## config.mk

```make
export PLATFORM = sky130hd
export DESIGN_NAME = blocking_cache
export DESIGN_NICKNAME = d
export VERILOG_FILES = /design/src/blocking_cache_pkg.sv /design/src/blocking_cache.sv /design/src/cache_ctrl.sv /design/src/cache_way.sv
export VERILOG_INCLUDE_DIRS = /design/src
export SDC_FILE = /design/constraint.sdc
export NUM_CORES = 2
export LEC_CHECK = 0
export ABC_AREA = 1
export BUFFER_PORTS_ARGS = -buffer_cell sky130_fd_sc_hd__buf_2
export CAP_MARGIN = 25
export CELL_PAD_IN_SITES_DETAIL_PLACEMENT = 2
export CELL_PAD_IN_SITES_GLOBAL_PLACEMENT = 2
export CORE_MARGIN = 1
export CORE_UTILIZATION = 29
export DETAILED_ROUTE_END_ITERATION = 12
export PLACE_DENSITY = 0.59
export RECOVER_POWER = 25
export SETUP_SLACK_MARGIN = 0.15
export SYNTH_ARGS = -nofsm -noshare
export SYNTH_HDL_FRONTEND = slang
export SYNTH_SLANG_ARGS = --single-unit
```

## constraint.sdc

```tcl
create_clock -name clk -period 12.1 [get_ports clk]
set_clock_uncertainty 0.05 [all_clocks]
set_input_delay 2.42 -clock clk [delete_from_list [all_inputs] [get_ports clk]]
set_output_delay 2.42 -clock clk [all_outputs]
set_load 0.02 [all_outputs]
```

## src/blocking_cache_config.svh

```systemverilog
// ------------------------------
// Size and address-field macros for the two-way blocking cache
// Included by the package and by the RTL modules that slice addresses
// ------------------------------

`ifndef BLOCKING_CACHE_CONFIG_SVH
`define BLOCKING_CACHE_CONFIG_SVH

// Bus widths
`define CACHE_ADDR_W      32
`define CACHE_WORD_W      32

// Geometry, per way
`define CACHE_LINE_WORDS  4
`define CACHE_SETS        8

// Address fields
// Byte offset sits below the word offset
`define CACHE_OFFSET_LSB  2
`define CACHE_OFFSET_W    2
`define CACHE_IDX_LSB     4
`define CACHE_IDX_W       3

// Tag is everything above the index
`define CACHE_TAG_LSB     7

`endif

```

## src/blocking_cache_pkg.sv

```systemverilog
// ------------------------------
// Shared types for the blocking cache: address fields, data, opcodes
// and controller states
// ------------------------------

`default_nettype none

`include "blocking_cache_config.svh"

package blocking_cache_pkg;

  // Address and its fields
  typedef logic [`CACHE_ADDR_W-1:0]                  addr_t;
  typedef logic [`CACHE_ADDR_W-`CACHE_TAG_LSB-1:0]   tag_t;
  typedef logic [`CACHE_IDX_W-1:0]                   idx_t;
  typedef logic [`CACHE_OFFSET_W-1:0]                offset_t;

  // Data, word 0 in the low bits of a line
  typedef logic [`CACHE_WORD_W-1:0]                          word_t;
  typedef logic [`CACHE_LINE_WORDS-1:0][`CACHE_WORD_W-1:0]   line_t;

  // ------------------------------
  // Opcodes
  // ------------------------------
  typedef enum logic [1:0] {READ = 2'd0, WRITE = 2'd1, WRITE_INIT = 2'd2} cache_req_type_e;

  typedef enum logic [0:0] {MEM_READ = 1'b0, MEM_WRITE = 1'b1} mem_req_type_e;

  // Controller FSM
  typedef enum logic [3:0] {
    IDLE, TAG_CHECK, READ_ACCESS, WRITE_ACCESS, REFILL_REQUEST, REFILL_WAIT,
    REFILL_UPDATE, EVICT_PREPARE, EVICT_REQUEST, EVICT_WAIT, WAIT
  } ctrl_state_e;

endpackage

`default_nettype wire

```

## src/blocking_cache.sv

```systemverilog
// ------------------------------
// Two-way blocking write-back cache, top level
// ------------------------------

`default_nettype none

module blocking_cache (
  input  wire logic                                clk,
  input  wire logic                                reset,
  input  wire logic                                cachereq_val,
  output logic                                     cachereq_rdy,
  input  wire blocking_cache_pkg::cache_req_type_e cachereq_type,
  input  wire blocking_cache_pkg::addr_t           cachereq_addr,
  input  wire blocking_cache_pkg::word_t           cachereq_data,
  output logic                                     cacheresp_val,
  input  wire logic                                cacheresp_rdy,
  output blocking_cache_pkg::cache_req_type_e      cacheresp_type,
  output blocking_cache_pkg::word_t                cacheresp_data,
  output logic                                     memreq_val,
  input  wire logic                                memreq_rdy,
  output blocking_cache_pkg::mem_req_type_e        memreq_type,
  output blocking_cache_pkg::addr_t                memreq_addr,
  output blocking_cache_pkg::line_t                memreq_data,
  input  wire logic                                memresp_val,
  output logic                                     memresp_rdy,
  input  wire blocking_cache_pkg::line_t           memresp_data
);

  // Controller to ways
  blocking_cache_pkg::idx_t     idx;
  blocking_cache_pkg::tag_t     tag;
  blocking_cache_pkg::line_t    fill_line;
  blocking_cache_pkg::offset_t  word_offset;
  blocking_cache_pkg::word_t    word_data;
  logic                         mark_dirty;
  logic                         fill_en_0, fill_en_1, word_en_0, word_en_1;

  // Ways to controller
  logic                         match_0, match_1, valid_0, valid_1, dirty_0, dirty_1;
  blocking_cache_pkg::tag_t     stored_tag_0, stored_tag_1;
  blocking_cache_pkg::line_t    line_0, line_1;

  cache_way way0 (
    .clk, .reset, .idx, .tag,
    .match(match_0), .valid(valid_0), .dirty(dirty_0),
    .stored_tag(stored_tag_0), .line(line_0),
    .fill_en(fill_en_0), .fill_line,
    .word_en(word_en_0), .word_offset, .word_data, .mark_dirty
  );

  cache_way way1 (
    .clk, .reset, .idx, .tag,
    .match(match_1), .valid(valid_1), .dirty(dirty_1),
    .stored_tag(stored_tag_1), .line(line_1),
    .fill_en(fill_en_1), .fill_line,
    .word_en(word_en_1), .word_offset, .word_data, .mark_dirty
  );

  cache_ctrl ctrl0 (.*);

endmodule

`default_nettype wire

```

## src/cache_ctrl.sv

```systemverilog
// ------------------------------
// Cache controller: request latch, FSM, per-set LRU and way choice
// Drives both ways and builds the memory-side requests
// ------------------------------

`default_nettype none

`include "blocking_cache_config.svh"

module cache_ctrl (
  input  wire logic                                clk,
  input  wire logic                                reset,
  input  wire logic                                cachereq_val,
  output logic                                     cachereq_rdy,
  input  wire blocking_cache_pkg::cache_req_type_e cachereq_type,
  input  wire blocking_cache_pkg::addr_t           cachereq_addr,
  input  wire blocking_cache_pkg::word_t           cachereq_data,
  output logic                                     cacheresp_val,
  input  wire logic                                cacheresp_rdy,
  output blocking_cache_pkg::cache_req_type_e      cacheresp_type,
  output blocking_cache_pkg::word_t                cacheresp_data,
  output logic                                     memreq_val,
  input  wire logic                                memreq_rdy,
  output blocking_cache_pkg::mem_req_type_e        memreq_type,
  output blocking_cache_pkg::addr_t                memreq_addr,
  output blocking_cache_pkg::line_t                memreq_data,
  input  wire logic                                memresp_val,
  output logic                                     memresp_rdy,
  input  wire blocking_cache_pkg::line_t           memresp_data,
  // Way interface
  output blocking_cache_pkg::idx_t                 idx,
  output blocking_cache_pkg::tag_t                 tag,
  input  wire logic                                match_0,
  input  wire logic                                match_1,
  input  wire logic                                valid_0,
  input  wire logic                                valid_1,
  input  wire logic                                dirty_0,
  input  wire logic                                dirty_1,
  input  wire blocking_cache_pkg::tag_t            stored_tag_0,
  input  wire blocking_cache_pkg::tag_t            stored_tag_1,
  input  wire blocking_cache_pkg::line_t           line_0,
  input  wire blocking_cache_pkg::line_t           line_1,
  output logic                                     fill_en_0,
  output logic                                     fill_en_1,
  output logic                                     word_en_0,
  output logic                                     word_en_1,
  output blocking_cache_pkg::line_t                fill_line,
  output blocking_cache_pkg::offset_t              word_offset,
  output blocking_cache_pkg::word_t                word_data,
  output logic                                     mark_dirty
);

  blocking_cache_pkg::ctrl_state_e      state_q, state_d;
  blocking_cache_pkg::cache_req_type_e  req_type_q;
  blocking_cache_pkg::addr_t            req_addr_q;
  blocking_cache_pkg::word_t            req_data_q;
  blocking_cache_pkg::word_t            resp_word_q;
  blocking_cache_pkg::line_t            line_buf_q;
  blocking_cache_pkg::tag_t             evict_tag_q;
  blocking_cache_pkg::line_t            way_line;
  logic [`CACHE_SETS-1:0]               lru_q;
  logic                                 way_q;
  logic                                 way_pick;
  logic                                 hit;
  logic                                 victim_dirty;

  assign idx         = req_addr_q[`CACHE_IDX_LSB +: `CACHE_IDX_W];
  assign tag         = req_addr_q[`CACHE_ADDR_W-1:`CACHE_TAG_LSB];
  assign word_offset = req_addr_q[`CACHE_OFFSET_LSB +: `CACHE_OFFSET_W];

  // Hit way wins, otherwise the LRU way of the set is the victim
  assign hit          = match_0 || match_1;
  assign way_pick     = hit ? match_1 : lru_q[idx];
  assign victim_dirty = way_pick ? (valid_1 && dirty_1) : (valid_0 && dirty_0);
  assign way_line     = way_q ? line_1 : line_0;

  // ------------------------------
  // FSM
  // ------------------------------
  always_comb begin
    state_d = state_q;
    case (state_q)
      blocking_cache_pkg::IDLE:
        if (cachereq_val) state_d = blocking_cache_pkg::TAG_CHECK;
      blocking_cache_pkg::TAG_CHECK:
        if (req_type_q == blocking_cache_pkg::WRITE_INIT) state_d = blocking_cache_pkg::WRITE_ACCESS;
        else if (hit && req_type_q == blocking_cache_pkg::READ) state_d = blocking_cache_pkg::READ_ACCESS;
        else if (hit) state_d = blocking_cache_pkg::WRITE_ACCESS;
        else if (!victim_dirty) state_d = blocking_cache_pkg::REFILL_REQUEST;
        else state_d = blocking_cache_pkg::EVICT_PREPARE;
      blocking_cache_pkg::READ_ACCESS, blocking_cache_pkg::WRITE_ACCESS:
        state_d = blocking_cache_pkg::WAIT;
      blocking_cache_pkg::REFILL_REQUEST:
        if (memreq_rdy) state_d = blocking_cache_pkg::REFILL_WAIT;
      blocking_cache_pkg::REFILL_WAIT:
        if (memresp_val) state_d = blocking_cache_pkg::REFILL_UPDATE;
      blocking_cache_pkg::REFILL_UPDATE:
        if (req_type_q == blocking_cache_pkg::READ) state_d = blocking_cache_pkg::READ_ACCESS;
        else state_d = blocking_cache_pkg::WRITE_ACCESS;
      blocking_cache_pkg::EVICT_PREPARE:
        state_d = blocking_cache_pkg::EVICT_REQUEST;
      blocking_cache_pkg::EVICT_REQUEST:
        if (memreq_rdy) state_d = blocking_cache_pkg::EVICT_WAIT;
      // Write ack received, go fetch the new line
      blocking_cache_pkg::EVICT_WAIT:
        if (memresp_val) state_d = blocking_cache_pkg::REFILL_REQUEST;
      blocking_cache_pkg::WAIT:
        if (cacheresp_rdy) state_d = blocking_cache_pkg::IDLE;
      default:
        state_d = blocking_cache_pkg::IDLE;
    endcase
  end

  always_ff @(posedge clk) begin
    if (reset) begin
      state_q <= blocking_cache_pkg::IDLE;
      way_q   <= 1'b0;
      lru_q   <= '0;
    end else begin
      state_q <= state_d;
      if (state_q == blocking_cache_pkg::TAG_CHECK) way_q <= way_pick;
      // Accessed way becomes MRU, the other one is next victim
      if (state_q == blocking_cache_pkg::READ_ACCESS ||
          state_q == blocking_cache_pkg::WRITE_ACCESS) begin
        lru_q[idx] <= ~way_q;
      end
    end
  end

  // ------------------------------
  // Request, response and line buffers
  // ------------------------------
  always_ff @(posedge clk) begin
    if (cachereq_val && cachereq_rdy) begin
      req_type_q <= cachereq_type;
      req_addr_q <= cachereq_addr;
      req_data_q <= cachereq_data;
    end
    if (state_q == blocking_cache_pkg::READ_ACCESS) resp_word_q <= way_line[word_offset];
    // Victim snapshot, the buffer is reused for the refill line
    if (state_q == blocking_cache_pkg::EVICT_PREPARE) begin
      evict_tag_q <= way_q ? stored_tag_1 : stored_tag_0;
      line_buf_q  <= way_line;
    end
    if (state_q == blocking_cache_pkg::REFILL_WAIT && memresp_val) line_buf_q <= memresp_data;
  end

  // Handshake outputs straight from the state
  assign cachereq_rdy  = (state_q == blocking_cache_pkg::IDLE);
  assign cacheresp_val = (state_q == blocking_cache_pkg::WAIT);
  assign memreq_val    = (state_q == blocking_cache_pkg::REFILL_REQUEST) ||
                         (state_q == blocking_cache_pkg::EVICT_REQUEST);
  assign memresp_rdy   = (state_q == blocking_cache_pkg::REFILL_WAIT) ||
                         (state_q == blocking_cache_pkg::EVICT_WAIT);

  assign cacheresp_type = req_type_q;
  assign cacheresp_data = (req_type_q == blocking_cache_pkg::READ) ? resp_word_q : '0;

  // Line-aligned memory requests, eviction uses the victim tag
  always_comb begin
    if (state_q == blocking_cache_pkg::EVICT_REQUEST) begin
      memreq_type = blocking_cache_pkg::MEM_WRITE;
      memreq_addr = {evict_tag_q, idx, {`CACHE_IDX_LSB{1'b0}}};
      memreq_data = line_buf_q;
    end else begin
      memreq_type = blocking_cache_pkg::MEM_READ;
      memreq_addr = {tag, idx, {`CACHE_IDX_LSB{1'b0}}};
      memreq_data = '0;
    end
  end

  // Way write strobes
  assign fill_en_0  = (state_q == blocking_cache_pkg::REFILL_UPDATE) && !way_q;
  assign fill_en_1  = (state_q == blocking_cache_pkg::REFILL_UPDATE) && way_q;
  assign word_en_0  = (state_q == blocking_cache_pkg::WRITE_ACCESS) && !way_q;
  assign word_en_1  = (state_q == blocking_cache_pkg::WRITE_ACCESS) && way_q;
  assign fill_line  = line_buf_q;
  assign word_data  = req_data_q;
  // Write-init allocates without making the line dirty
  assign mark_dirty = (req_type_q != blocking_cache_pkg::WRITE_INIT);

endmodule

`default_nettype wire

```

## src/cache_way.sv

```systemverilog
// ------------------------------
// One way of the cache: valid, dirty and tag bits plus line storage
// Reads of the addressed set are combinational, writes land at the edge
// ------------------------------

`default_nettype none

`include "blocking_cache_config.svh"

module cache_way (
  input  wire logic                      clk,
  input  wire logic                      reset,

  // Set lookup
  input  wire blocking_cache_pkg::idx_t  idx,
  input  wire blocking_cache_pkg::tag_t  tag,
  output logic                           match,
  output logic                           valid,
  output logic                           dirty,
  output blocking_cache_pkg::tag_t       stored_tag,
  output blocking_cache_pkg::line_t      line,

  // Whole-line fill from memory
  input  wire logic                      fill_en,
  input  wire blocking_cache_pkg::line_t fill_line,

  // Single word write from the processor side
  input  wire logic                         word_en,
  input  wire blocking_cache_pkg::offset_t  word_offset,
  input  wire blocking_cache_pkg::word_t    word_data,
  input  wire logic                         mark_dirty
);

  logic [`CACHE_SETS-1:0]     valid_q;
  logic [`CACHE_SETS-1:0]     dirty_q;
  blocking_cache_pkg::tag_t   tag_q  [`CACHE_SETS];
  blocking_cache_pkg::line_t  line_q [`CACHE_SETS];

  // Lookup of the addressed set
  assign valid      = valid_q[idx];
  assign dirty      = dirty_q[idx];
  assign stored_tag = tag_q[idx];
  assign line       = line_q[idx];
  assign match      = valid && (stored_tag == tag);

  // ------------------------------
  // Status bits
  // ------------------------------
  always_ff @(posedge clk) begin
    if (reset) begin
      valid_q <= '0;
      dirty_q <= '0;
    end else if (fill_en) begin
      valid_q[idx] <= 1'b1;
      // Fresh line from memory is clean
      dirty_q[idx] <= 1'b0;
    end else if (word_en) begin
      valid_q[idx] <= 1'b1;
      dirty_q[idx] <= mark_dirty;
    end
  end

  // ------------------------------
  // Tag and line storage
  // ------------------------------
  always_ff @(posedge clk) begin
    if (fill_en) begin
      tag_q[idx]  <= tag;
      line_q[idx] <= fill_line;
    end else if (word_en) begin
      tag_q[idx]               <= tag;
      line_q[idx][word_offset] <= word_data;
    end
  end

endmodule

`default_nettype wire

```

==> results.yml <==
grt:
  grt_max_degree: 189
  grt_pass1_wl_mm: 656
  antenna_found_initial: 49
  gr-total-overflow: 0
  grtUsageTotal_pct: 23.7
  grt_pass1_vias: 86200
run:
  drv_cap: 34
power:
  swShare_pct: 38.2
  combPwrFrac_pct: 31.1
  p_leak_nw: 43.1
  seqPwrFrac_pct: 37.3
  vdd_drop_max_uv: 165
  p_total_mw: 30.0
  p_clk_share_pct: 31.6
  power.density_nw_per_um2: 231
  p_int_mw: 18.6
  switchingPower_mw: 11.5
critical_path:
  cp.arrival_ns: 9.59
  crit_family: "buffers and inverters"
  cp_cell_sequence: "clkbuf_1 > clkbuf_1 > nand3_1 > nand3_1 > nand2_1 > nor2_1 > nand3_1 > nor2_1 > nand3_1 > nand2_1 > nor2_1 > nand2_1 > o21ai_0 > o21ai_1 > a21oi_1"
  critPathKind: "reg2reg"
  crit_path_max_incr_delay_ns: 2.45
  path_common_cell: "nand3_1"
  critPathSlowestCell: "clkbuf_1"
  crit_path_end_kind: "register"
  critPathRequiredTime_ns: 12.74
  cp_max_fo: 40
  cp_num_buf_inv: 2
  cp-start-kind: "register"
outcome:
  violations: "capacitance limit, slew limit"
  status: "complete, but fails checks"
timing:
  setup_viol: 0
  timing.final.ws_setup_ns: 3.15
  tns_ns: 0
  rsz0062_at_grt: "false"
  slew-limit-headroom_pct: -195
  tightest_slew_ns: 4.42
  max_freq_ghz: 0.112
  timing.final.crit_share_pct: 74.0
  fin_crit_ns: 8.95
  slew_violations: 977
  hold_viol: 0
die:
  io-pin-count: 399
  fp.dieW_um: 624
  die_h_um: 624
  rows: 228
  initial_core_util_pct: 29.1
  core_area_um2: 385000
  design.die.area_um2: 389000
detailed_routing:
  wl_per_cell_um: 31.6
  vias: 80400
  first_iter_violations: 6513
  drt-vias-per-instance: 5.36
  drc_errors: 0
  wl_mm: 474
  drt-pass1-iter-count: 6
  ant_nets: 0
yosys:
  synth_top_area_cell: "edfxtp_1"
  postSynthAreaPerCell_um2: 12.1
  synthesis.area_um2: 112000
  synth_seq_area_share_pct: 73.0
  synth_area_leaders: "edfxtp_1 (72%), o21ai_0 (7.0%), nor2_1 (5.9%), nand2_1 (3.6%), o22ai_1 (1.9%)"
  yosys_warnings: 0
  yosysUniqueCellTypes: 41
  syn_inst: 9299
  synth_top_area_share_pct: 72.2
  ys_ff_latch: 2745
cts:
  cts_root_buf: "clkbuf_16"
  postCtsSetupBuffers: 0
  numCtsBuffers: 324
  clock_path_buffers: 4
  h-tree-depth: 5
  hold_buffers: 0
  cts_sinks: 2745
  tritoncts: "done"
  clkTransAtPathRegs_ns: 0.06
  clock_latency_ns: 0.95
  ctsResizeCount: 0
place:
  pre_cts_slack_ns: 6.61
  routabilityCongestion: 0.784
  dp_hpwl_mm: 277
  io_buffers: 392
cells_and_area:
  most-common-layout-cells: "edfxtp_1 (2697), nor2_1 (1706), o21ai_0 (1558)"
  area_delta_synth_final_pct: 15.9
  nNetsFinal: 9761
  layout-drive-gt1-share_pct: 11.0
  fillers: 40100
  final_common_cell: "edfxtp_1"
worst_hold_path:
  min_path_type: "reg2reg"
## cells by family (layout without fill, tap and decap cells)
logic type             Yosys count  in the layout  share of synthesized area, %
AND/OR/NAND/NOR               3096           3096                          10.7
flip-flops                    2745           2745                          73.0
buffers and inverters          999           1515                          3.79
other                            1             14                       0.00334
AO/OA/AOI/OAI                 2458           2458                          12.5
## area by class of cell
class / instances / area [um2] / area share (%)
sequential: 2745 / 82000 / 63.0
multi-input combinational: 5558 / 26600 / 20.4
clock buffer: 403 / 8530 / 6.56
tap: 5175 / 6470 / 4.98
timing repair buffer: 614 / 3740 / 2.87
clock inverter: 180 / 1530 / 1.17
inverter: 318 / 1230 / 0.948
antenna: 10 / 25.0 / 0.0192
## sequential cells by signal (all words and copies together) (netlist names), named ones only
signal,flops
ctrl0.way_q,1
ctrl0.resp_word_q,32
ctrl0.cacheresp_type,2
way1.line_q,1024
ctrl0.lru_q,8
way0.tag_q,200
ctrl0.state_q,4
way0.valid_q,8
way0.dirty_q,8
way0.line_q,1024
ctrl0.word_data,32
ctrl0.evict_tag_q,25
way1.valid_q,8
way1.tag_q,200
way1.dirty_q,8
ctrl0.fill_line,128
ctrl0.req_addr_q,30
## worst register-to-register path, cell delays in order, from the launching register on
cell and delay (ns):
dfxtp_1 1.78, clkbuf_1 1.87, clkbuf_1 2.46, nand3_1 0.47
nand3_1 0.37, nand2_1 0.14, nor2_1 0.11, nand3_1 0.11
nor2_1 0.32, nand3_1 0.36, nand2_1 0.21, nor2_1 0.08
nand2_1 0.10, o21ai_0 0.09, o21ai_1 0.14, a21oi_1 0.08
## cells in the mapped netlist
| cell | count |
|---|---|
| o22a_1 | 43 |
| inv_2 | 5 |
| a22o_1 | 2 |
| a31oi_1 | 56 |
| a211oi_1 | 27 |
| buf_6 | 22 |
| clkinv_1 | 1 |
| buf_2 | 156 |
| clkbuf_2 | 20 |
| a221oi_1 | 2 |
| o22ai_1 | 338 |
| a311o_1 | 2 |
| a311oi_1 | 3 |
| nor3_1 | 6 |
| or4_1 | 2 |
| o211ai_1 | 59 |
| edfxtp_1 | 2697 |
| clkbuf_1 | 415 |
| buf_4 | 30 |
| nand3_1 | 248 |
| o221a_2 | 1 |
| nand3_2 | 1 |
| a21oi_1 | 58 |
| buf_1 | 38 |
| or3_1 | 1 |
| o21ai_1 | 90 |
| a2111o_1 | 4 |
| a22oi_1 | 5 |
| nand2_1 | 1064 |
| conb_1 | 1 |
| o32a_1 | 5 |
| o31ai_1 | 1 |
| a211o_1 | 3 |
| dfxtp_1 | 48 |
| o2111ai_1 | 3 |
| nand4_1 | 3 |
| a32o_1 | 12 |
| nor2_1 | 1771 |
| inv_1 | 312 |
| o21ai_0 | 1559 |
| o221ai_1 | 185 |
## power by group through the flow
stage / Combinational [mW] / Clock [mW] / Sequential, mW
global route: 10.0 / 10.0 / 11.2
finish: 9.33 / 9.50 / 11.2
floorplan: 5.42 / 0 / 11.2
detailed placement: 9.34 / 0 / 11.4
CTS: 9.39 / 9.68 / 11.2
global placement: 8.96 / 0 / 11.4
## through the flow
| stage | utilization, % | hold slack, ns | cell area (um2) | instances |
|---|---|---|---|---|
| finish | 33.7 | 0.426 | 130000 | 15000 |
| global placement | 31.2 | 0.399 | 120000 | 14400 |
| global route | 33.7 | 0.450 | 130000 | 15000 |
| detailed placement | 31.2 | 0.418 | 120000 | 14400 |
| floorplan | - | 0.390 | 112000 | 9302 |
| CTS | 33.8 | 0.431 | 130000 | 15000 |
## path summary, 6_finish.rpt
check,cells past startpoint,slack (ns),end,start
setup / recovery,15,3.15,ctrl0.state_q[2],register
hold / removal,2,0.43,way1.valid_q[2],way1.valid_q[2]
setup reg to reg,15,3.15,ctrl0.state_q[2],register
hold reg to reg,2,0.43,way1.valid_q[2],way1.valid_q[2]
## routing by layer
metal	routed length (um)	up-vias	track usage (%)	share of wire, %
met2	231000	2227	40.6	49
li1	-	34300	-	-
met1	200000	43300	31.0	42
met5	23	-	0	0.0049
met4	17800	4	8.01	3.8
met3	24700	636	2.79	5.2
Power figures use the tool's default switching activity.
